--- config.mk ---
export PLATFORM = sky130hd
export DESIGN_NAME = dac_instr_queue
export DESIGN_NICKNAME = d
export VERILOG_FILES = /design/src/logic/pid_data_pkg.sv /design/src/logic/dac_instr_queue.sv
export SDC_FILE = /design/constraint.sdc
export NUM_CORES = 1
export LEC_CHECK = 0
export BUFFER_PORTS_ARGS = -buffer_cell sky130_fd_sc_hd__buf_4
export CAP_MARGIN = 30
export CORE_MARGIN = 1.5
export CORE_UTILIZATION = 44
export CTS_BUF_LIST = sky130_fd_sc_hd__clkbuf_4
export CTS_CLUSTER_SIZE = 20
export DETAILED_ROUTE_END_ITERATION = 8
export PLACE_DENSITY = 0.66
export SLEW_MARGIN = 25
export SYNTH_ARGS = -nofsm -noshare
export SYNTH_HDL_FRONTEND = slang
export SYNTH_SLANG_ARGS = --single-unit
--- constraint.sdc ---
create_clock -name clk50 -period 3.2 [get_ports clk50]
set_input_delay 0.8 -clock clk50 [delete_from_list [all_inputs] [get_ports clk50]]
set_output_delay 0.8 -clock clk50 [all_outputs]
set_load 0.02 [all_outputs]
--- src/logic/pid_data_pkg.sv ---
package pid_data_pkg;

	//////////////////////////////////////////////////
	// datapath words
	//////////////////////////////////////////////////

	typedef logic signed [17:0]	adc_word_t;	// adc sample, two's complement
	typedef logic signed [15:0]	coef_t;		// setpoint and pid gains
	typedef logic signed [47:0]	comp_t;		// pid computation word
	typedef logic [15:0]		dac_word_t;	// unsigned dac code
	typedef logic [7:0]			mult_t;		// output multiplier
	typedef logic [2:0]			chan_t;		// up to 8 channels

	// oversample filter sizing
	localparam int OSM_MAX = 4;	// largest legal osm, 16 sample window
	typedef logic signed [$bits(adc_word_t)+OSM_MAX-1:0] acc_t;	// window sum
	typedef logic [OSM_MAX:0] win_cnt_t;	// holds 2^OSM_MAX

	// wide enough that scale and offset never wrap
	typedef logic signed [63:0] wide_t;

	//////////////////////////////////////////////////
	// pipeline latencies in clk50 cycles
	//////////////////////////////////////////////////

	localparam int OSF_LATENCY = 1;
	localparam int PID_LATENCY = 2;	// error/state stage then multiply-add stage
	localparam int OPP_LATENCY = 1;
	localparam int DIQ_LATENCY = 1;	// idle queue only

	// last window sample to dac_valid
	localparam int PIPE_LATENCY = OSF_LATENCY + PID_LATENCY + OPP_LATENCY + DIQ_LATENCY;

endpackage

--- src/logic/dac_instr_queue.sv ---
module dac_instr_queue #(
	parameter int N_CH = 4
) (
	input  logic						clk50,
	input  logic						rst_n,
	input  pid_data_pkg::dac_word_t		out_word,
	input  pid_data_pkg::chan_t			out_chan,
	input  logic						out_valid,
	input  logic						dac_ack,
	output pid_data_pkg::dac_word_t		dac_data,
	output pid_data_pkg::chan_t			dac_chan,
	output logic						dac_valid
);

	localparam int W_IDX = (N_CH > 1) ? $clog2(N_CH) : 1;

	typedef enum logic {
		Q_IDLE,	// nothing presented
		Q_SEND	// holding register waits for dac_ack
	} q_state_t;

	q_state_t					state;
	pid_data_pkg::dac_word_t	store [N_CH];	// latest word per channel
	logic [N_CH-1:0]			pending;		// stored but not yet presented
	logic [N_CH-1:0]			pend_in;		// pending plus this cycle's arrival
	logic [W_IDX-1:0]			in_idx;
	logic [W_IDX-1:0]			sel;			// lowest pending channel
	logic						found;
	logic						take;			// holding register free this cycle

	assign in_idx    = out_chan[W_IDX-1:0];
	assign take      = (state == Q_IDLE) || dac_ack;
	assign dac_valid = (state == Q_SEND);

	always_comb begin
		pend_in = pending;
		if (out_valid)
			pend_in[in_idx] = 1'b1;	// new word, bypasses the store when idle
	end

	// priority pick, lowest channel wins
	always_comb begin
		found = 1'b0;
		sel   = '0;
		for (int i = N_CH - 1; i >= 0; i--) begin
			if (pend_in[i]) begin
				found = 1'b1;
				sel   = W_IDX'(i);
			end
		end
	end

	//////////////////////////////////////////////////
	// presentation control
	//////////////////////////////////////////////////

	always_ff @(posedge clk50) begin
		if (!rst_n) begin
			state   <= Q_IDLE;
			pending <= '0;
		end else if (take && found) begin
			state   <= Q_SEND;
			// bit drops on load, a rewrite while waiting for ack sets it again
			pending <= pend_in & ~(N_CH'(1) << sel);
		end else begin
			if (take)
				state <= Q_IDLE;	// acked and nothing left
			pending <= pend_in;
		end
	end

	always_ff @(posedge clk50) begin
		if (out_valid)
			store[in_idx] <= out_word;	// overwrites an unsent word
		if (take && found) begin
			dac_data <= (out_valid && in_idx == sel) ? out_word : store[sel];
			dac_chan <= pid_data_pkg::chan_t'(sel);
		end
	end

endmodule

==> qor.txt <==
Status: finished, final reports clean
Die height: 91.5 um
Seq cells post-synth: 87
Setup tns final: 0 ns
H-tree levels: 3
R2r setup slk: 0.98 ns
Root buf cell: clkbuf_4
Synth top cells by count: edfxtp_1 (82), nand2_1 (17), a22oi_1 (16), mux2i_1 (16), o221ai_2 (10)
Area delta synth->final: 17.4%
TritonCTS clock tree: built
Diodes inserted: 0
PortBufs: 40
Die area: 0.00837 sq mm
Core area: 0.00765 sq mm
Cell Area, Synth: 0.00344 sq mm
Share of cells above drive strength 1: 32.4%
# fillers: 645
WL final: 6380 um
Clock Path Buffers: 2
Top cells by area, synth: edfxtp_1 (71%), mux2i_1 (4.6%), o221ai_2 (4.4%)
YS warnings: 0
Reg-to-reg startpoint: pending[3]
Non-Filler Cell Area, Final: 0.00404 sq mm
Worst R2R End: dac_data[1]
WL per Instance: 17.8 um
Netlist cell types: 33
Hold-fix buffers, CTS: 0
Critical Path Fanout Max: 16
Setup crit start: out_chan[1]
Critical path launch point type: input pin
Total power divided by cell area: 574 mW/mm^2
Vias/cell: 5.28
Crit. End Element: flip-flop
Worst EP required: 3.34 ns
First DRT Iteration DRCs: 88
Worst Hold Class: in2reg
Antenna violations before repair: 0
GRT Util Overall: 17.0%
Reg2Reg Depth: 5
Chip width: 91.5 um
Post-Synthesis Cells: 203
DRT antenna net count: 0
Largest net degree at the start of global routing: 33
Final setup fails: 0
Syn_nets: 226
Hold Violations, Final: 0
GP Congestion: 0.738
Most common cell in the netlist: edfxtp_1
Worst VDD drop: 0.205 mV
Worst rel slew slack: 37.8%
Vias in the first global route: 1988
Synth top area share: 71.5%
Max_cap viols: 0
Capture point of the worst path: dac_data[1]
Clock slew at reported path FFs: 0.14 ns
DRT Pass-1 Iters: 5
Fmax: 433 MHz
Slew Limit Fails: 0
Final nets: 274
Setup Skew: 0.0177 ns
Total gr overflow: 0
First-pass GRT wire length: 10500 um
Post-CTS Setup Bufs: 0
Fin util: 52.9%
EDFF count, synth: 82
Syn avg cell area: 17.0 sq um
DRC: 0
Fin crit period: 2.31 ns
Post_cts resized: 0
Worst-Margin Slew: 0.933 ns
Cell leakage power: 1.38 nW
Vias: 1890
Fin crit share: 72.1%
Sink Count: 87
Crit path arrival time: 2.45 ns
WS Path Type: in2reg
Initial core utilization: 45.0%
DP Area: 0.00389 sq mm
Ys async rst share: 0%
Clock Latency Late Sink: 0.42 ns
Row cnt: 32
Number of CTS-inserted buffers: 9
Total power: 0.00232 W
Primary FF master, synth: edfxtp_1
# IOs: 43
Unrepaired setup endpoints after global routing: false
Cell taking the most area after synthesis: edfxtp_1
Sequential cell area fraction in the yosys report: 74.4%
DP HPWL: 3830 um
-- layer usage --
metal | routed length, um | vias up | share of wire, % | track usage [%]
met3 | 235 | 5 | 3.7 | 4.10
met5 | 0 | - | 0 | 0
met2 | 3090 | 38 | 48 | 27.2
met4 | 42 | 0 | 0.66 | 5.47
met1 | 3010 | 939 | 47 | 22.8
li1 | - | 908 | - | -
-- per-stage QoR --
stage | setup slack, ns | hold slack, ns | cells
after floorplan | 0.447 | 0.517 | 203
after global placement | 0.451 | 0.560 | 342
after detailed placement | 0.432 | 0.570 | 342
after CTS | 0.891 | 0.558 | 358
after global routing | 0.811 | 0.548 | 358
final | 0.892 | 0.582 | 358
-- cells by family (layout without fill, tap and decap cells) --
| logic type | Yosys count | count (layout) | synth area share [%] |
|---|---|---|---|
| flip-flops | 87 | 87 | 74.4 |
| AO/OA/AOI/OAI | 46 | 46 | 12.7 |
| multiplexers | 16 | 16 | 4.65 |
| other | 1 | 1 | 0.109 |
| AND/OR/NAND/NOR | 37 | 37 | 5.23 |
| buffers and inverters | 16 | 69 | 2.94 |
-- final cells by class --
| class | instances | area [sq um] | area share [%] |
|---|---|---|---|
| inverters | 4 | 15.0 | 0.371 |
| flip-flops and latches | 87 | 2560 | 63.4 |
| repair buffers | 49 | 380 | 9.41 |
| clock buffers | 9 | 67.6 | 1.67 |
| well taps | 102 | 128 | 3.16 |
| clock inverters | 7 | 87.6 | 2.17 |
| multi-input cells | 100 | 802 | 19.8 |
-- power breakdown --
| group | internal [W] | switching [W] |
|---|---|---|
| sequential | 0.00133 | 0.0000217 |
| clock | 0.000311 | 0.000358 |
| combinational | 0.000121 | 0.000177 |
-- worst min path at each step --
stage | start | end | slack [ns] | cells after the start
2_1_floorplan | pending[3] | pending[3] | 0.52 | 2
3_3_place_gp | pending[3] | pending[3] | 0.56 | 2
3_5_place_dp | pending[3] | pending[3] | 0.57 | 2
4_1_cts | out_word[15] | store[1][15] | 0.56 | 1
5_1_grt | out_word[15] | store[1][15] | 0.55 | 1
6_report | out_word[5] | store[0][5] | 0.58 | 1
-- critical path, cell delays in order --
cell and delay, ns:
buf_4 0.15, a21boi_2 0.23, a221oi_4 0.12, a21oi_4 0.16, or2_1 0.74, o221ai_1 0.24
-- state kept, by name (all words and copies together) (netlist names) --
signal / cells
dac_data: 16
pending: 4
store: 64
dac_chan: 2
dac_valid: 1
-- cells in the final DEF (no fill, tap or decap), types with 3 or more instances in the layout --
master     n
edfxtp_1  82
buf_4     48
nand2_1   17
a22oi_1   16
mux2i_1   16
o221ai_2  10
clkbuf_4   9
nor2_1     6
o221ai_1   6
dfxtp_1    5
a21oi_1    4
inv_1      3
o21ai_0    3
and3_1     3
clkinv_1   3
(Power assumes the default switching activity.)
