--- config.mk ---
export PLATFORM = sky130hd
export DESIGN_NAME = pid_core
export DESIGN_NICKNAME = d
export VERILOG_FILES = /design/src/logic/pid_data_pkg.sv /design/src/logic/pid_core.sv
export SDC_FILE = /design/constraint.sdc
export NUM_CORES = 2
export LEC_CHECK = 0
export BUFFER_PORTS_ARGS = -buffer_cell sky130_fd_sc_hd__buf_2
export CAP_MARGIN = 40
export CORE_MARGIN = 2
export CORE_UTILIZATION = 66
export CTS_CLUSTER_DIAMETER = 80
export DETAILED_ROUTE_END_ITERATION = 8
export GPL_TIMING_DRIVEN = 0
export PLACE_DENSITY = 0.83
export SLEW_MARGIN = 20
export SYNTH_ARGS = -nofsm -noshare
export SYNTH_HDL_FRONTEND = slang
export SYNTH_SLANG_ARGS = --single-unit
--- constraint.sdc ---
create_clock -name clk50 -period 15.4 [get_ports clk50]
set_clock_uncertainty 0.05 [all_clocks]
set_input_delay 0.77 -clock clk50 [delete_from_list [all_inputs] [get_ports clk50]]
set_output_delay 0.77 -clock clk50 [all_outputs]
set_load 0.005 [all_outputs]
--- src/logic/pid_data_pkg.sv ---
package pid_data_pkg;

	//////////////////////////////////////////////////
	// datapath words
	//////////////////////////////////////////////////

	typedef logic signed [17:0]	adc_word_t;	// adc sample, two's complement
	typedef logic signed [15:0]	coef_t;		// setpoint and pid gains
	typedef logic signed [47:0]	comp_t;		// pid computation word
	typedef logic [15:0]		dac_word_t;	// unsigned dac code
	typedef logic [7:0]			mult_t;		// output multiplier
	typedef logic [2:0]			chan_t;		// up to 8 channels

	// oversample filter sizing
	localparam int OSM_MAX = 4;	// largest legal osm, 16 sample window
	typedef logic signed [$bits(adc_word_t)+OSM_MAX-1:0] acc_t;	// window sum
	typedef logic [OSM_MAX:0] win_cnt_t;	// holds 2^OSM_MAX

	// wide enough that scale and offset never wrap
	typedef logic signed [63:0] wide_t;

	//////////////////////////////////////////////////
	// pipeline latencies in clk50 cycles
	//////////////////////////////////////////////////

	localparam int OSF_LATENCY = 1;
	localparam int PID_LATENCY = 2;	// error/state stage then multiply-add stage
	localparam int OPP_LATENCY = 1;
	localparam int DIQ_LATENCY = 1;	// idle queue only

	// last window sample to dac_valid
	localparam int PIPE_LATENCY = OSF_LATENCY + PID_LATENCY + OPP_LATENCY + DIQ_LATENCY;

endpackage

--- src/logic/pid_core.sv ---
module pid_core #(
	parameter int N_CH = 4
) (
	input  logic						clk50,
	input  logic						rst_n,
	input  pid_data_pkg::adc_word_t		avg_data,
	input  pid_data_pkg::chan_t			avg_chan,
	input  logic						avg_valid,
	input  pid_data_pkg::coef_t			setpoint,
	input  pid_data_pkg::coef_t			p_coef,
	input  pid_data_pkg::coef_t			i_coef,
	input  pid_data_pkg::coef_t			d_coef,
	input  logic [N_CH-1:0]				lock_en,
	input  logic [N_CH-1:0]				clear,
	output pid_data_pkg::comp_t			pid_sum,
	output pid_data_pkg::chan_t			pid_chan,
	output logic						pid_valid
);

	localparam int W_IDX = (N_CH > 1) ? $clog2(N_CH) : 1;

	pid_data_pkg::comp_t	integ [N_CH];		// per-channel integrator
	pid_data_pkg::comp_t	prev_err [N_CH];	// per-channel last error
	logic [W_IDX-1:0]		idx;
	pid_data_pkg::comp_t	err;
	pid_data_pkg::comp_t	integ_nxt;

	// stage 1 results
	pid_data_pkg::comp_t	s1_err;
	pid_data_pkg::comp_t	s1_integ;
	pid_data_pkg::comp_t	s1_diff;	// error - previous error
	pid_data_pkg::chan_t	s1_chan;
	logic					s1_zero;	// channel unlocked or being cleared
	logic					s1_valid;

	assign idx = avg_chan[W_IDX-1:0];
	// setpoint widened to sample width, then both to computation width
	assign err = pid_data_pkg::comp_t'(pid_data_pkg::adc_word_t'(setpoint))
		- pid_data_pkg::comp_t'(avg_data);
	assign integ_nxt = integ[idx] + err;

	//////////////////////////////////////////////////
	// stage 1: error and state update
	//////////////////////////////////////////////////

	always_ff @(posedge clk50) begin
		if (!rst_n) begin
			s1_valid <= 1'b0;
			for (int i = 0; i < N_CH; i++) begin
				integ[i]    <= '0;
				prev_err[i] <= '0;
			end
		end else begin
			s1_valid <= avg_valid;
			for (int i = 0; i < N_CH; i++) begin
				if (!lock_en[i] || clear[i]) begin	// hold state at zero
					integ[i]    <= '0;
					prev_err[i] <= '0;
				end else if (avg_valid && idx == W_IDX'(i)) begin
					integ[i]    <= integ_nxt;
					prev_err[i] <= err;
				end
			end
		end
	end

	always_ff @(posedge clk50) begin
		if (avg_valid) begin
			s1_err   <= err;
			s1_integ <= integ_nxt;	// i term sees this sample's error
			s1_diff  <= err - prev_err[idx];
			s1_chan  <= avg_chan;
			s1_zero  <= !lock_en[idx] || clear[idx];
		end
	end

	//////////////////////////////////////////////////
	// stage 2: p, i and d products summed
	//////////////////////////////////////////////////

	always_ff @(posedge clk50) begin
		if (!rst_n)
			pid_valid <= 1'b0;
		else
			pid_valid <= s1_valid;
	end

	always_ff @(posedge clk50) begin
		if (s1_valid) begin
			pid_chan <= s1_chan;
			if (s1_zero)
				pid_sum <= '0;	// unlocked channel sits at out_init
			else
				pid_sum <= pid_data_pkg::comp_t'(p_coef) * s1_err
					+ pid_data_pkg::comp_t'(i_coef) * s1_integ
					+ pid_data_pkg::comp_t'(d_coef) * s1_diff;
		end
	end

endmodule

==> impl_metrics.toml <==
[sta]
slew-limit-headroom_pct = 36.4
worst_pin_slew_ns = 0.954
final_hold_viol_count = 0
timing.final.crit_period_ns = 15.12
pins_over_their_slew_limit = 0
setup_repair_after_global_routing_missed_its_margin = "no"
setup-violations-final = 0
fin_crit_sh_pct = 98.2
achievable-frequency_ghz = 0.0661

[cells_and_area]
multiInputGateArea_sq_mm = 0.0509
share_of_final_layout_standard_cells_stronger_than_drive_strength_1_pct = 4.79
layout.cells.non_filler = 8971
area_growth_pct = 6.58
fin_nets = 9440
n_fill_cell = 7978
final-seq-area_sq_mm = 0.0132

[yosys]
synth-compound-area-share_pct = 4.18
async_reset_ff_share_pct = 0
synth_cell_area_sq_mm = 0.0716
synth.yosys.seq_area_share_pct = 18.4
main_combinational_cell_family_by_area_after_synthesis = "adder cells"
synth_xor_xnor_area_share_pct = 2.59
synth-seq-cells = 440
synth-main-ff-cell = "edfxtp_1"
synth_simple_gate_area_share_pct = 14.3
synthDistinctLibCells = 80
synth-warning-count = 0
synth_edf_count = 438
number_of_cells_produced_by_synthesis = 7292
synth_nets = 9222
yosys.area_share.adder_pct = 47.7
yosys-mux-area-fraction_pct = 2.18
avg_cell_area_syn_sq_um = 9.82

[critical_path]
path_max_fanout = 10
critPathRequiredTime_ns = 15.78
cpMostUsedCell = "fa_1"
crit-reg2reg-launch = "s1_err[7]$_DFFE_PP_"
reg2reg_depth = 46
critical_path.endpoint_type = "flop"
timing.setup.critical_path_class = "in2reg"
reg2reg_setup_slack_ns = 0.30
crit_path_max_incr_delay_ns = 0.80
critical-path-slowest-cell = "o21ai_0"
worst_setup_path_start_kind = "input port"
r2r_end = "pid_sum[47]$_SDFFCE_PP0P_"
cp.arrival_ns = 15.50

[clock_tree]
cts_tree = "built"
worstSkewPairLatency_ns = 0.70
cts_buffers = 53
clock_sink_count = 440
cts_max_path_buffers = 3
clk_pin_slew_worst_paths_ns = 0.06
buffer_type_at_the_clock_tree_root = "clkbuf_16"
htree_num_levels = 2
post_cts_hold_buffer_count = 0

[drt]
drt_first_iter_violations = 5387
postRouteWirelength_mm = 226
routedWlPerCell_um = 25.2
post_drt_via_cell_ratio = 6.00
overall_via_count_from_detail_route = 53800
first_pass_iters = 8
route.antenna.remaining_nets = 0
detail_route.drc_violations = 0

[status]
run_status = "finished, final reports clean"

[floorplanning]
row_count = 120
die_height_um = 333
boundaryPins = 148
core_sq_mm = 0.107
start_util_pct = 66.7
dieArea_sq_mm = 0.111
die_width_um = 333

[grt]
grt_remaining_overflow = 0
grt_start_max_net_pins = 76
antenna_found_initial = 39
first_global_vias = 57300
global_route_wire_length_before_repair_mm = 339
grt_util_all_layers_pct = 42.1

[hold_path]
worst_hold_startpoint = "avg_chan[2]"
worst_hold_stages = 1
holdCritPathClass = "in2reg"
hold-path-endpoint = "s1_chan[2]$_DFFE_PP_"

[place]
place.detailed.hpwl_mm = 188
place.gp.congestion = 1.04
placed_cells = 8847
io_buffers = 121

[flow_run]
drv.max_cap_violation_count = 0
## routing by layer
| layer | vias up | share of wire (%) | track usage (%) |
|---|---|---|---|
| met2 | 3509 | 45 | 65.6 |
| met3 | 999 | 12 | 11.4 |
| met1 | 27000 | 33 | 50.7 |
| met5 | - | 0.082 | 0 |
| li1 | 22200 | - | - |
| met4 | 26 | 9.2 | 30.9 |
## cell usage after synthesis, types with 8 or more instances
library cell  instances  area share (%)
and3_1               15            0.13
ha_1                336             5.9
clkbuf_1            325             1.7
o31ai_1               9           0.094
nand2_1            1152             6.0
inv_1              1659             8.7
o21a_1               20            0.21
a21o_1               74            0.78
nand2b_1             79            0.69
nand3_1              32            0.22
a211o_1               8           0.098
or3_1                11           0.096
nor3_1               36            0.25
nand4_1              20            0.17
nor2b_1              30            0.26
a31oi_1              19            0.17
a211oi_1             16            0.17
nor2_1              392             2.1
a21oi_1             139            0.97
and2_1              470             4.1
fa_1               1498              42
xor2_1               68            0.83
mux4_2               67             2.1
o211ai_1              8           0.084
edfxtp_1            438              18
o21ai_0              96            0.67
xnor2_1             139             1.7
buf_1                 9           0.047
o21bai_1             22            0.23
## how the worst max path moves through the flow
stage / slack (ns) / startpoint / to
after floorplan: 2.46 / p_coef[7] / pid_sum[42]$_SDFFCE_PP0P_
after global placement: -0.23 / p_coef[8] / pid_sum[47]$_SDFFCE_PP0P_
after detailed placement: -0.29 / p_coef[8] / pid_sum[47]$_SDFFCE_PP0P_
after CTS: 0.43 / p_coef[8] / pid_sum[47]$_SDFFCE_PP0P_
after global routing: 0.01 / s1_err[12]$_DFFE_PP_ / pid_sum[47]$_SDFFCE_PP0P_
final: 0.28 / p_coef[8] / pid_sum[47]$_SDFFCE_PP0P_
## placed cells by master, fill, tap and decap left out, drive strengths merged, types with 67 or more instances in the layout
cell,Yosys,routed
a21o,76,76
a21oi,139,139
and2,470,470
buf,20,182
clkbuf,327,386
edfxtp,438,438
fa,1498,1498
ha,336,336
inv,1660,1675
mux4,67,67
nand2,1152,1152
nand2b,79,79
nor2,392,392
o21ai,104,104
xnor2,140,140
xor2,68,68
## cells by family (layout without fill, tap and decap cells)
group | count (synthesis) | count (layout)
other | 0 | 15
and+or+nand+nor | 2263 | 2263
adders and majority gates | 1834 | 1834
AOI/OAI and AO/OA | 467 | 467
DFF | 440 | 440
xor gates and xnor gates | 209 | 209
buffers and inverters | 2007 | 2268
muxes | 72 | 72
## critical path, delay by kind of cell
kind / cells / cell delay (ns)
xor gates and xnor gates: 2 / 0.66
adders and majority gates: 16 / 8.05
buffers and inverters: 13 / 1.70
and+or+nand+nor: 4 / 0.49
AOI/OAI and AO/OA: 12 / 3.80
## area by class of cell
cell class,count,area share (%)
Buffer,347,1.81
Sequential cell,440,17.3
Inverter,1660,8.16
Antenna cell,15,0.0492
Timing Repair Buffer,163,1.52
Tap cell,1403,2.30
Multi-Input combinational cell,4845,66.6
Clock inverter,40,0.487
Clock buffer,58,1.76
## sequential cells by signal, summed over array words and instances (netlist names)
| name | flops |
|---|---|
| s1_chan | 3 |
| integ | 192 |
| s1_diff | 48 |
| pid_chan | 3 |
| s1_valid | 1 |
| s1_zero | 1 |
| pid_valid | 1 |
| pid_sum | 48 |
| s1_err | 19 |
| s1_integ | 48 |
| prev_err | 76 |
## per-stage QoR
| stage | TNS (ns) | cell area, sq um | hold WS, ns | setup WS [ns] | util (%) |
|---|---|---|---|---|---|
| global route | 0 | 76300 | 0.218 | 0.0147 | 71.1 |
| global placement | -0.230 | 74000 | 0.351 | -0.230 | 68.9 |
| detailed placement | -0.285 | 74500 | 0.355 | -0.285 | 69.4 |
| floorplan | 0 | 71600 | 0.350 | 2.46 | - |
| CTS | 0 | 76200 | 0.213 | 0.431 | 71.0 |
| finish | 0 | 76300 | 0.221 | 0.282 | 71.1 |
## repair_timing
item / 4_1_cts / 5_1_grt
gates resized for setup: 0 / 12
setup endpoints to repair: 0 / 1
buffers inserted: 0 / 0
Power is not shown: default switching activity piles up to over one toggle a cycle in this logic, so the estimate is an artifact.
