File: src/logic/pid_data_pkg.sv
package pid_data_pkg;

	//////////////////////////////////////////////////
	// datapath words
	//////////////////////////////////////////////////

	typedef logic signed [17:0]	adc_word_t;	// adc sample, two's complement
	typedef logic signed [15:0]	coef_t;		// setpoint and pid gains
	typedef logic signed [47:0]	comp_t;		// pid computation word
	typedef logic [15:0]		dac_word_t;	// unsigned dac code
	typedef logic [7:0]			mult_t;		// output multiplier
	typedef logic [2:0]			chan_t;		// up to 8 channels

	// oversample filter sizing
	localparam int OSM_MAX = 4;	// largest legal osm, 16 sample window
	typedef logic signed [$bits(adc_word_t)+OSM_MAX-1:0] acc_t;	// window sum
	typedef logic [OSM_MAX:0] win_cnt_t;	// holds 2^OSM_MAX

	// wide enough that scale and offset never wrap
	typedef logic signed [63:0] wide_t;

	//////////////////////////////////////////////////
	// pipeline latencies in clk50 cycles
	//////////////////////////////////////////////////

	localparam int OSF_LATENCY = 1;
	localparam int PID_LATENCY = 2;	// error/state stage then multiply-add stage
	localparam int OPP_LATENCY = 1;
	localparam int DIQ_LATENCY = 1;	// idle queue only

	// last window sample to dac_valid
	localparam int PIPE_LATENCY = OSF_LATENCY + PID_LATENCY + OPP_LATENCY + DIQ_LATENCY;

endpackage

File: src/logic/pid_reg_pkg.sv
package pid_reg_pkg;

	//////////////////////////////////////////////////
	// bus and field types
	//////////////////////////////////////////////////

	typedef logic [3:0]		reg_addr_t;	// wishbone word address
	typedef logic [15:0]	wb_data_t;	// wishbone data word
	typedef logic [2:0]		osm_t;		// log2 of averaging count, 0 to 4 legal

	// register map
	localparam reg_addr_t ADDR_SETPOINT	= 4'd0;
	localparam reg_addr_t ADDR_P_COEF	= 4'd1;
	localparam reg_addr_t ADDR_I_COEF	= 4'd2;
	localparam reg_addr_t ADDR_D_COEF	= 4'd3;
	localparam reg_addr_t ADDR_OSM		= 4'd4;
	localparam reg_addr_t ADDR_OUT_MIN	= 4'd5;
	localparam reg_addr_t ADDR_OUT_MAX	= 4'd6;
	localparam reg_addr_t ADDR_OUT_INIT	= 4'd7;
	localparam reg_addr_t ADDR_MULT		= 4'd8;
	localparam reg_addr_t ADDR_LOCK		= 4'd9;
	localparam reg_addr_t ADDR_CLEAR	= 4'd10;	// write-only pulse register

	// values loaded by reset
	localparam wb_data_t RST_SETPOINT	= 16'd0;
	localparam wb_data_t RST_P_COEF		= 16'd1;
	localparam wb_data_t RST_I_COEF		= 16'd0;
	localparam wb_data_t RST_D_COEF		= 16'd0;
	localparam osm_t     RST_OSM		= 3'd0;	// no averaging
	localparam wb_data_t RST_OUT_MIN	= 16'd0;
	localparam wb_data_t RST_OUT_MAX	= 16'd65535;
	localparam wb_data_t RST_OUT_INIT	= 16'd32768;	// dac mid-scale
	localparam wb_data_t RST_MULT		= 16'd1;
	localparam wb_data_t RST_LOCK		= 16'd0;	// all channels unlocked

endpackage

File: src/logic/oversample_filter.sv
module oversample_filter #(
	parameter int N_CH = 4
) (
	input  logic						clk50,
	input  logic						rst_n,
	input  pid_reg_pkg::osm_t			osm,
	input  pid_data_pkg::adc_word_t		sample_data,
	input  pid_data_pkg::chan_t			sample_chan,
	input  logic						sample_valid,
	output pid_data_pkg::adc_word_t		avg_data,
	output pid_data_pkg::chan_t			avg_chan,
	output logic						avg_valid
);

	localparam int W_IDX = (N_CH > 1) ? $clog2(N_CH) : 1;	// channel index width

	pid_data_pkg::acc_t		acc [N_CH];	// running window sums
	pid_data_pkg::win_cnt_t	cnt [N_CH];	// samples already in each window
	logic [W_IDX-1:0]		idx;
	pid_data_pkg::acc_t		sum_nxt;
	pid_data_pkg::win_cnt_t	win_len;
	logic					last;		// this sample closes its channel's window

	assign idx     = sample_chan[W_IDX-1:0];
	assign sum_nxt = acc[idx] + pid_data_pkg::acc_t'(sample_data);	// sign-extended add
	assign win_len = pid_data_pkg::win_cnt_t'(1) << osm;
	assign last    = (cnt[idx] + pid_data_pkg::win_cnt_t'(1)) == win_len;

	always_ff @(posedge clk50) begin
		if (!rst_n) begin
			avg_valid <= 1'b0;
			for (int i = 0; i < N_CH; i++) begin
				acc[i] <= '0;
				cnt[i] <= '0;
			end
		end else begin
			avg_valid <= sample_valid && last;
			if (sample_valid) begin
				if (last) begin
					// window done, start the next one empty
					acc[idx] <= '0;
					cnt[idx] <= '0;
				end else begin
					acc[idx] <= sum_nxt;
					cnt[idx] <= cnt[idx] + pid_data_pkg::win_cnt_t'(1);
				end
			end
		end
	end

	// average = sum / 2^osm, arithmetic shift keeps the sign
	always_ff @(posedge clk50) begin
		if (sample_valid && last) begin
			avg_data <= pid_data_pkg::adc_word_t'(sum_nxt >>> osm);
			avg_chan <= sample_chan;
		end
	end

endmodule

File: config.mk
export PLATFORM = sky130hd
export DESIGN_NAME = oversample_filter
export DESIGN_NICKNAME = d
export VERILOG_FILES = /design/src/logic/pid_data_pkg.sv /design/src/logic/pid_reg_pkg.sv /design/src/logic/oversample_filter.sv
export SDC_FILE = /design/constraint.sdc
export NUM_CORES = 1
export LEC_CHECK = 0
export ABC_CLOCK_PERIOD_IN_PS = 6380
export BUFFER_PORTS_ARGS = -buffer_cell sky130_fd_sc_hd__buf_2
export CAP_MARGIN = 15
export CORE_UTILIZATION = 45
export DETAILED_ROUTE_END_ITERATION = 8
export PLACE_DENSITY = 0.61
export SLEW_MARGIN = 10
export SYNTH_ARGS = -nofsm -noshare
export SYNTH_HDL_FRONTEND = slang
export SYNTH_SLANG_ARGS = --single-unit
File: constraint.sdc
create_clock -name clk50 -period 6.38 [get_ports clk50]
set_input_delay 0.638 -clock clk50 [delete_from_list [all_inputs] [get_ports clk50]]
set_output_delay 0.638 -clock clk50 [all_outputs]
set_load 0.02 [all_outputs]
==> results.md <==
Run status:
- The run finished with clean final reports.

Worst setup path:
- The startpoint class of the critical path is a primary input.
- On the critical path, the stage with the largest delay is an instance of sky130_fd_sc_hd__mux4_2.
- The signal on the critical path passes through buf_2 > buf_4 > mux4_2 > ha_1 > nand3_1 > o211ai_2 > nand4_1 > a21oi_1 > nor2_1 > xor2_1 > mux2i_1 > o21ai_0 > o221ai_1.
- The endpoint kind of the worst setup timing path is a flip-flop.
- The kind of cell with the highest combined delay along the critical path is compound AO/OA/AOI/OAI gates.
- The setup path with the least slack is of type primary input to flip-flop.
- The buffers plus inverters on the worst setup path is 2.
- The number of logic stages on the critical path including buffering is 13.
- At the worst endpoint, the arrival time is 4.66 ns.
- In this run the worst path has a maximum fanout of 16.
- For the worst flop-to-flop path, the logic depth is 11.
- In this design, the stage delay of the slowest critical-path cell is 0.55 ns.
- The data required time of the critical path is 6.52 ns.

Cells and area:
- Once layout is complete, the utilization of the core stands at 51.71%.
- The multi-input logic area is 0.003179 mm^2.
- The final-stage net count is 695.
- The layout overhead on the synthesized area is 12.51%.
- The ratio of cells with drive above 1 in the final layout is 21.43%.
- 0 antenna diodes ended up in the layout.
- The number of fill cells in the layout is 1444.
- The area taken by flip-flops and latches is 0.003894 mm^2.

Min path:
- The number of cells traversed by the worst hold path is 1.
- The worst hold path class is primary input to flip-flop.

Timing:
- The worst-case headroom to the max-slew limit is 27.65%.
- Of the available clock period, the critical path in the final layout requires 70.81%.
- The total count of max-transition violations in the final report was 0.
- The routed design could run at a clock period as short as 4.518 ns.
- Setup repair after global routing left no endpoint under its margin.
- The setup total negative slack is 0 ns.
- The number of setup violations in the final report is 0.
- The final count of hold timing violations is 0.
- Timing would allow up to 0.2213 GHz.
- The worst-case clock skew is 0.01039 ns.
- For the pin with the worst max-slew slack, the measured transition is 1.083 ns.

Global route:
- The met3 routing resource usage after global routing is 4.666%.
- The number of global-route vias before repair is 5239.
- The final global-route overflow total is 0.
- The most used routing layer in global routing is met2.
- For this run, global-route usage on met1 was measured as 30.41%.
- The initial antenna violation count is 0.
- In the global route stage, met2 resource usage came out at 40.89%.
- Across every metal layer, demand over resource in global routing totals 24.08%.
- The maximum number of pins on one net before global-route repair is 28.
- The wire length of the first global-routing pass is 28790 um.

Floorplanning:
- The number of placement rows is 46.
- In this run the standard cell core region covers 0.01589 mm^2.
- The y dimension of the die is 129.4 um.
- The initial core utilization is 45.96%.
- The die footprint is 0.01674 mm^2.
- Pin placement for this block handled 49 I/O pins.
- The overall die width is 129.4 um.

Clocking:
- The clock-pin slew on the worst setup and hold paths is 0.05 ns.
- The TritonCTS clock tree is done.
- The number of setup buffers added after CTS is 0.
- The clock latency of the later-clocked register in the worst-skew pair is 0.43 ns.
- The buffer depth of the longest clock path is 2.
- Counting every sink on the clock net gives 130.
- The buffer type at the clock tree root is sky130_fd_sc_hd__clkbuf_16.
- Post-CTS repair changed the size of 0 cells.
- The number of hold buffers added after cts is 0.
- The number of H-tree branching levels is 4.
- The number of CTS-inserted buffers is 17.

Synth:
- The post-synthesis net count is 656.
- The dominant register cell in the synthesized netlist is sky130_fd_sc_hd__edfxtp_1.
- During synthesis, Yosys emitted a total of 0 warnings.
- The number of enable flip-flop cells after synthesis is 129.
- Ranked by total cell area, the synthesized netlist is headed by sky130_fd_sc_hd__edfxtp_1 (53%), sky130_fd_sc_hd__mux4_2 (8.9%), sky130_fd_sc_hd__nor2_1 (6.2%).
- After synthesis the cells add up to 0.007301 mm^2.
- The most area-hungry cell type in the Yosys netlist is sky130_fd_sc_hd__edfxtp_1.
- The distinct cell type count after synthesis is 72.
- For this run, asynchronously set or reset flops after synthesis account for 0%.
- The synthesized design devotes to its leading area cell type 53.06% of total area.
- Each instance of the synthesized netlist takes up on average 12.05 um^2.
- Summing the sequential cell areas from Yosys gives 53.33% of the chip area.
- The register bit count reported by yosys is 130.
- The number of instances in the synthesized netlist is 606.
- The most common cell in the netlist is sky130_fd_sc_hd__edfxtp_1.
- By count the netlist is led by sky130_fd_sc_hd__edfxtp_1 (129), sky130_fd_sc_hd__nor2_1 (120), sky130_fd_sc_hd__nand2_1 (34), sky130_fd_sc_hd__mux4_2 (29), sky130_fd_sc_hd__a21oi_1 (28).

Place:
- The HPWL after detailed placement is 12620 um.
- Port buffering added 48 buffers.
- At the end of routability-driven placement, the weighted congestion stood at 0.9146.

Pwr:
- The worst supply voltage drop on vdd is 0.2113 mV.
- The total leakage power is 3.193 nW.
- The ratio of total power to cell area is 307.2 mW/mm^2.

Route:
- The first detailed-routing pass ran for 7 iterations.
- The first-iteration detailed-routing DRC count is 477.
- After detailed routing, the number of remaining DRC violations is 0.
- The average wire length per cell after detail routing is 21.29 um.
- Summing over every cut layer, the via total after detailed routing is 5217.
- Summed over all layers, the routed wires come to 18600 um.
- The vias per cell is 5.969.
- The detail route stage leaves a number of antenna-violating nets equal to 0.

Job:
- Max-cap violations in this run came to 0.
[layer usage]
metal | part of all wire, % | wire length, um | vias to the layer above
met4 | 1.8 | 340 | 0
met1 | 42 | 7889 | 2651
met5 | 0 | 0 | -
met3 | 5.2 | 975 | 23
met2 | 51 | 9398 | 183
li1 | - | - | 2360
[state kept, by name, summed over array words and instances (netlist names)]
register,flops
avg_chan,3
cnt,20
avg_valid,1
acc,88
avg_data,18
[kinds of logic after synthesis]
| kind of cell | synth area share (%) |
|---|---|
| AOI/OAI and AO/OA | 10.42 |
| xor gates and xnor gates | 3.102 |
| adders and majority gates | 4.045 |
| buffers and inverters | 3.307 |
| DFF | 53.33 |
| muxes | 11.88 |
| and+or+nand+nor | 13.92 |
[area by class of cell]
class                   instances  share of cell area (%)
multi-input cells             427                   38.71
inverters                      15                  0.6855
clock buffers                  26                   5.712
repair buffers                 54                   3.473
flip-flops and latches        130                   47.40
clock inverters                 6                  0.7311
well taps                     216                   3.290
[stage by stage]
| stage | cell area, um^2 | setup slack [ns] | cells | hold WS [ns] | power [mW] |
|---|---|---|---|---|---|
| 5_1_grt | 8214 | 1.572 | 874 | 0.3878 | 2.629 |
| 3_3_place_gp | 7680 | 1.420 | 842 | 0.8183 | 1.632 |
| 4_1_cts | 8209 | 1.755 | 874 | 0.3872 | 2.524 |
| 3_5_place_dp | 7680 | 1.321 | 842 | 0.8251 | 1.644 |
| 6_report | 8214 | 1.862 | 874 | 0.3943 | 2.524 |
| 2_1_floorplan | 7301 | 1.603 | 606 | 0.7369 | 1.481 |
[placed cells by master (no fill, tap or decap), drive strengths merged, types with 8 or more instances in the layout]
cell type,n
nand3,12
inv,15
mux2i,18
nand2,36
o21ai,25
xor2,12
buf,54
nor3,11
a21oi,29
mux4,29
clkbuf,26
and3,8
nor2,130
edfxtp,129
ha,22
xnor2,10
[report_power, final]
part | switching, mW | internal (mW) | total (mW)
clock network | 0.346 | 0.543 | 0.889
registers | 0.0132 | 1.01 | 1.03
logic | 0.399 | 0.208 | 0.607
[final timing paths]
path / to / from / slack (ns)
hold reg to reg: cnt[1][0] / cnt[1][0] / 0.92
hold / removal: avg_chan[2] / sample_chan[2] / 0.39
setup reg to reg: avg_data[3] / acc[3][0] / 2.33
setup / recovery: avg_data[13] / sample_chan[0] / 1.86
Note: power is estimated with default switching activity, not from simulation.
