===== src/logic/pid_data_pkg.sv =====
package pid_data_pkg;

	//////////////////////////////////////////////////
	// datapath words
	//////////////////////////////////////////////////

	typedef logic signed [17:0]	adc_word_t;	// adc sample, two's complement
	typedef logic signed [15:0]	coef_t;		// setpoint and pid gains
	typedef logic signed [47:0]	comp_t;		// pid computation word
	typedef logic [15:0]		dac_word_t;	// unsigned dac code
	typedef logic [7:0]			mult_t;		// output multiplier
	typedef logic [2:0]			chan_t;		// up to 8 channels

	// oversample filter sizing
	localparam int OSM_MAX = 4;	// largest legal osm, 16 sample window
	typedef logic signed [$bits(adc_word_t)+OSM_MAX-1:0] acc_t;	// window sum
	typedef logic [OSM_MAX:0] win_cnt_t;	// holds 2^OSM_MAX

	// wide enough that scale and offset never wrap
	typedef logic signed [63:0] wide_t;

	//////////////////////////////////////////////////
	// pipeline latencies in clk50 cycles
	//////////////////////////////////////////////////

	localparam int OSF_LATENCY = 1;
	localparam int PID_LATENCY = 2;	// error/state stage then multiply-add stage
	localparam int OPP_LATENCY = 1;
	localparam int DIQ_LATENCY = 1;	// idle queue only

	// last window sample to dac_valid
	localparam int PIPE_LATENCY = OSF_LATENCY + PID_LATENCY + OPP_LATENCY + DIQ_LATENCY;

endpackage


===== src/logic/pid_reg_pkg.sv =====
package pid_reg_pkg;

	//////////////////////////////////////////////////
	// bus and field types
	//////////////////////////////////////////////////

	typedef logic [3:0]		reg_addr_t;	// wishbone word address
	typedef logic [15:0]	wb_data_t;	// wishbone data word
	typedef logic [2:0]		osm_t;		// log2 of averaging count, 0 to 4 legal

	// register map
	localparam reg_addr_t ADDR_SETPOINT	= 4'd0;
	localparam reg_addr_t ADDR_P_COEF	= 4'd1;
	localparam reg_addr_t ADDR_I_COEF	= 4'd2;
	localparam reg_addr_t ADDR_D_COEF	= 4'd3;
	localparam reg_addr_t ADDR_OSM		= 4'd4;
	localparam reg_addr_t ADDR_OUT_MIN	= 4'd5;
	localparam reg_addr_t ADDR_OUT_MAX	= 4'd6;
	localparam reg_addr_t ADDR_OUT_INIT	= 4'd7;
	localparam reg_addr_t ADDR_MULT		= 4'd8;
	localparam reg_addr_t ADDR_LOCK		= 4'd9;
	localparam reg_addr_t ADDR_CLEAR	= 4'd10;	// write-only pulse register

	// values loaded by reset
	localparam wb_data_t RST_SETPOINT	= 16'd0;
	localparam wb_data_t RST_P_COEF		= 16'd1;
	localparam wb_data_t RST_I_COEF		= 16'd0;
	localparam wb_data_t RST_D_COEF		= 16'd0;
	localparam osm_t     RST_OSM		= 3'd0;	// no averaging
	localparam wb_data_t RST_OUT_MIN	= 16'd0;
	localparam wb_data_t RST_OUT_MAX	= 16'd65535;
	localparam wb_data_t RST_OUT_INIT	= 16'd32768;	// dac mid-scale
	localparam wb_data_t RST_MULT		= 16'd1;
	localparam wb_data_t RST_LOCK		= 16'd0;	// all channels unlocked

endpackage


===== src/logic/wb_reg_decode.sv =====
module wb_reg_decode #(
	parameter int N_CH = 4
) (
	input  logic						clk50,
	input  logic						rst_n,
	input  logic						wb_cyc,
	input  logic						wb_stb,
	input  logic						wb_we,
	input  pid_reg_pkg::reg_addr_t		wb_adr,
	input  pid_reg_pkg::wb_data_t		wb_dat_w,
	output pid_reg_pkg::wb_data_t		wb_dat_r,
	output logic						wb_ack,
	output pid_data_pkg::coef_t			setpoint,
	output pid_data_pkg::coef_t			p_coef,
	output pid_data_pkg::coef_t			i_coef,
	output pid_data_pkg::coef_t			d_coef,
	output pid_reg_pkg::osm_t			osm,
	output logic [N_CH-1:0]				lock_en,
	output logic [N_CH-1:0]				clear,
	output pid_data_pkg::dac_word_t		out_min,
	output pid_data_pkg::dac_word_t		out_max,
	output pid_data_pkg::dac_word_t		out_init,
	output pid_data_pkg::mult_t			mult
);

	logic					req;	// fresh cycle, ack not yet given
	logic					wr;
	pid_reg_pkg::wb_data_t	rd_mux;

	assign req = wb_cyc && wb_stb && !wb_ack;
	assign wr  = req && wb_we;

	// readback, clear and unmapped words read as zero
	always_comb begin
		case (wb_adr)
			pid_reg_pkg::ADDR_SETPOINT:	rd_mux = pid_reg_pkg::wb_data_t'(setpoint);
			pid_reg_pkg::ADDR_P_COEF:	rd_mux = pid_reg_pkg::wb_data_t'(p_coef);
			pid_reg_pkg::ADDR_I_COEF:	rd_mux = pid_reg_pkg::wb_data_t'(i_coef);
			pid_reg_pkg::ADDR_D_COEF:	rd_mux = pid_reg_pkg::wb_data_t'(d_coef);
			pid_reg_pkg::ADDR_OSM:		rd_mux = pid_reg_pkg::wb_data_t'(osm);
			pid_reg_pkg::ADDR_OUT_MIN:	rd_mux = out_min;
			pid_reg_pkg::ADDR_OUT_MAX:	rd_mux = out_max;
			pid_reg_pkg::ADDR_OUT_INIT:	rd_mux = out_init;
			pid_reg_pkg::ADDR_MULT:		rd_mux = pid_reg_pkg::wb_data_t'(mult);
			pid_reg_pkg::ADDR_LOCK:		rd_mux = pid_reg_pkg::wb_data_t'(lock_en);
			default:					rd_mux = '0;
		endcase
	end

	//////////////////////////////////////////////////
	// tuning registers, written on the ack edge
	//////////////////////////////////////////////////

	always_ff @(posedge clk50) begin
		if (!rst_n) begin
			wb_ack   <= 1'b0;
			clear    <= '0;
			setpoint <= pid_data_pkg::coef_t'(pid_reg_pkg::RST_SETPOINT);
			p_coef   <= pid_data_pkg::coef_t'(pid_reg_pkg::RST_P_COEF);
			i_coef   <= pid_data_pkg::coef_t'(pid_reg_pkg::RST_I_COEF);
			d_coef   <= pid_data_pkg::coef_t'(pid_reg_pkg::RST_D_COEF);
			osm      <= pid_reg_pkg::RST_OSM;
			out_min  <= pid_reg_pkg::RST_OUT_MIN;
			out_max  <= pid_reg_pkg::RST_OUT_MAX;
			out_init <= pid_reg_pkg::RST_OUT_INIT;
			mult     <= pid_data_pkg::mult_t'(pid_reg_pkg::RST_MULT);
			lock_en  <= pid_reg_pkg::RST_LOCK[N_CH-1:0];
		end else begin
			wb_ack <= req;	// single-cycle ack
			clear  <= '0;	// clear bits live one cycle only
			if (wr) begin
				case (wb_adr)
					pid_reg_pkg::ADDR_SETPOINT:	setpoint <= pid_data_pkg::coef_t'(wb_dat_w);
					pid_reg_pkg::ADDR_P_COEF:	p_coef   <= pid_data_pkg::coef_t'(wb_dat_w);
					pid_reg_pkg::ADDR_I_COEF:	i_coef   <= pid_data_pkg::coef_t'(wb_dat_w);
					pid_reg_pkg::ADDR_D_COEF:	d_coef   <= pid_data_pkg::coef_t'(wb_dat_w);
					pid_reg_pkg::ADDR_OSM:		osm      <= pid_reg_pkg::osm_t'(wb_dat_w);
					pid_reg_pkg::ADDR_OUT_MIN:	out_min  <= wb_dat_w;
					pid_reg_pkg::ADDR_OUT_MAX:	out_max  <= wb_dat_w;
					pid_reg_pkg::ADDR_OUT_INIT:	out_init <= wb_dat_w;
					pid_reg_pkg::ADDR_MULT:		mult     <= pid_data_pkg::mult_t'(wb_dat_w);
					pid_reg_pkg::ADDR_LOCK:		lock_en  <= wb_dat_w[N_CH-1:0];
					pid_reg_pkg::ADDR_CLEAR:	clear    <= wb_dat_w[N_CH-1:0];
					default: ;	// unmapped, write dropped
				endcase
			end
		end
	end

	// read data lines up with the ack
	always_ff @(posedge clk50) begin
		if (req)
			wb_dat_r <= rd_mux;
	end

endmodule


===== config.mk =====
export PLATFORM = sky130hd
export DESIGN_NAME = wb_reg_decode
export DESIGN_NICKNAME = d
export VERILOG_FILES = /design/src/logic/pid_data_pkg.sv /design/src/logic/pid_reg_pkg.sv /design/src/logic/wb_reg_decode.sv
export SDC_FILE = /design/constraint.sdc
export NUM_CORES = 1
export LEC_CHECK = 0
export BUFFER_PORTS_ARGS = -buffer_cell sky130_fd_sc_hd__buf_2
export CAP_MARGIN = 20
export CELL_PAD_IN_SITES_DETAIL_PLACEMENT = 0
export CELL_PAD_IN_SITES_GLOBAL_PLACEMENT = 1
export CORE_ASPECT_RATIO = 0.75
export CORE_UTILIZATION = 35
export CTS_CLUSTER_SIZE = 14
export DETAILED_ROUTE_END_ITERATION = 6
export MAX_ROUTING_LAYER = met4
export PLACE_DENSITY = 0.74
export SYNTH_ARGS = -nofsm -noshare
export SYNTH_HDL_FRONTEND = slang
export SYNTH_SLANG_ARGS = --single-unit

===== constraint.sdc =====
create_clock -name clk50 -period 1.74 [get_ports clk50]
set_input_delay 0.261 -clock clk50 [delete_from_list [all_inputs] [get_ports clk50]]
set_output_delay 0.261 -clock clk50 [all_outputs]
set_load 0.02 [all_outputs]

==> results.json <==
{
  "period_share": 0.900,
  "nFillCells": 1768,
  "rsz0062_at_grt": "no",
  "grt_remaining_overflow": 0,
  "r2r_end": "clear[0]",
  "irDropWorstVdd_mv": 0.540,
  "gp_congestion": 0.908,
  "antenna_found_initial": 0,
  "numCtsBuffers": 17,
  "post-route-util": 0.474,
  "grt_max_degree": 60,
  "worst_skew_pair.late_latency_ps": 430,
  "synth_edf_count": 16,
  "synth_area_mm2": 0.00641,
  "fin_worst_skew_ps": 8.21,
  "dr_total_vias": 6197,
  "dp_hpwl_um": 17400,
  "yosysWarnings": 0,
  "ys_seq_elements": 148,
  "mostFrequentLayoutCells": "nand2_1, buf_2, dfxtp_1",
  "path_class": "register to register",
  "start_kind": "register",
  "drive_above_1_share": 0.305,
  "dpl-instance-area_mm2": 0.00784,
  "worst_hold_slack_ps": 107,
  "path_cells": "and4b_1 > buf_4 > nand2_1 > nor3_1 > buf_4 > and2_1",
  "setup_viol": 0,
  "slew_headroom": 0.680,
  "synth_fp_nets": 751,
  "slowest_stage": "dfxtp_1",
  "postCtsSetupBuffers": 0,
  "final_antenna_net_count": 0,
  "cts_tree": "done",
  "clock-root-buffer": "clkbuf_16",
  "period_minus_slack_ps": 1570,
  "rrSetupSlack_ps": 170,
  "synthFlopType": "dfxtp_1",
  "cts_htree_levels": 4,
  "ys_seq_area_frac": 0.487,
  "cpMostUsedCell": "buf_4",
  "cp-end-kind": "register",
  "slew_viol_final": 0,
  "crit_family": "simple AND/OR/NAND/NOR gates",
  "diodes": 0,
  "synth_cells": 726,
  "worst_pin_slew_ps": 478,
  "route.detailed.drc": 0,
  "reg2reg_from": "wb_ack",
  "syn_area_per_cell_um2": 8.83,
  "portBuffers": 172,
  "crit_buf_inv": 2,
  "viasPerCell": 5.28,
  "cts_buffer_depth": 2,
  "min_to": "wb_ack",
  "maxCapViolations": 0,
  "status": "finished, final reports clean",
  "cp.required_ps": 2110,
  "synthArstFlopShare": 0,
  "core_region_area_mm2": 0.0178,
  "die_area_mm2": 0.0189,
  "cts-resized-gates": 0,
  "hold_buffers": 0,
  "pin_count": 173,
  "powerDensity_mw_per_mm2": 909,
  "area_delta_synth_final_pct": 31.3,
  "finalHoldViolations": 0,
  "fp.dieH_um": 119,
  "reg2reg_depth": 6,
  "ys_types": 55,
  "grtUsageTotal": 0.257,
  "final_common_cell": "nand2_1",
  "dieWidth_um": 158,
  "wl_um": 23300,
  "slowest_delay_ps": 330,
  "fmax_mhz": 639,
  "cp.arrival_ps": 1930,
  "dr.pass1.iters": 5,
  "holdCritStartpoint": "wb_stb",
  "critPathMaxFanout": 10,
  "first_iter_violations": 534,
  "wl_per_cell_um": 19.8,
  "start_util": 0.361,
  "grt_pass1_wl_um": 34400,
  "cts.sinks": 148,
  "num_rows": 42,
  "hp-class": "input port to register",
  "layout.nets": 943,
  "whs_path_depth": 3,
  "final_cell_area_mm2": 0.00842,
  "grt_pass1_vias": 5451,
  "path_clk_slew_ps": 60,
  "p_leak_nw": 3.63
}
power breakdown:
| group | switching [mW] | internal [mW] | leakage, nW |
|---|---|---|---|
| logic | 0.371 | 0.185 | 2.12 |
| clock network | 1.44 | 2.16 | 0.288 |
| registers | 0.0218 | 3.48 | 1.21 |
registers in the layout, indices dropped and copies added, names as in the netlist:
register and cells:
i_coef 16, lock_en 4, osm 3, p_coef 16, wb_ack 1, clear 4, mult 8, wb_dat_r 16
setpoint 16, out_init 16, out_max 16, out_min 16, d_coef 16
synth_stat cells (all sizes together) (2+ instances only):
cell,instances,area share
nand2,173,0.10
dfxtp,132,0.41
mux2i,57,0.089
a21oi,50,0.039
nand3,49,0.038
o21ai,48,0.037
clkbuf,38,0.022
nor2,26,0.016
buf,25,0.025
edfxtp,16,0.075
a22oi,12,0.014
nor2b,11,0.011
mux2,9,0.016
nor3,9,0.010
and2,8,0.0078
a22o,7,0.0096
a32oi,7,0.0096
nand2b,5,0.0060
o22ai,4,0.0039
a211o,3,0.0041
a221o,3,0.0047
a2bb2oi,3,0.0041
o221ai,3,0.0041
a221oi,2,0.0027
inv,2,0.0012
nor3b,2,0.0023
nor4,2,0.0029
nor4b,2,0.0037
o211ai,2,0.0023
o21a,2,0.0023
or4,2,0.0023
layer usage:
layer	GRT usage	routed length [um]	vias to the layer above
li1	-	-	2928
met1	0.411	11900	2946
met2	0.316	9030	301
met3	0.0509	2110	22
met4	0.0667	269	0
met5	-	0	-
tightest hold or removal path, stage by stage:
cell,delay (ps)
buf_2,110
nand2_1,70
nor3_1,40
metrics by stage:
stage	worst slack, ps	total power [mW]	setup TNS, ps	instances
floorplan	110	3.87	0	726
global placement	-73.5	4.12	-132	1141
detailed placement	-56.5	4.12	-84.5	1141
CTS	206	7.68	0	1173
global route	102	7.86	0	1173
finish	174	7.65	0	1173
logic make-up after synthesis:
kind of cell / after synthesis / synth area share
multiplexers: 67 / 0.108
AND/OR/NAND/NOR: 295 / 0.212
AO/OA/AOI/OAI: 151 / 0.144
flip-flops: 148 / 0.487
buffers and inverters: 65 / 0.0486
layout make-up:
type                       instances  area (um^2)  share of cell area
sequential                       148         3120               0.371
multi-input combinational        513         2990               0.355
timing repair buffer             236         1420               0.168
clock buffer                      25          505              0.0601
tap                              242          303              0.0360
clock inverter                     7         71.3             0.00847
inverter                           2         7.51            0.000892
worst max-delay path by stage:
| stage | slack [ps] | endpoint | startpoint | cells after the start |
|---|---|---|---|---|
| after floorplan | 110 | out_max[5] | wb_ack | 5 |
| after global placement | -70 | wb_dat_r[4] | wb_adr[1] | 5 |
| after detailed placement | -60 | wb_dat_r[2] | wb_adr[0] | 5 |
| after CTS | 210 | clear[0] | wb_ack | 6 |
| after global routing | 100 | clear[0] | wb_ack | 6 |
| final | 170 | clear[0] | wb_ack | 6 |
Note: power is estimated with default switching activity, not from simulation.
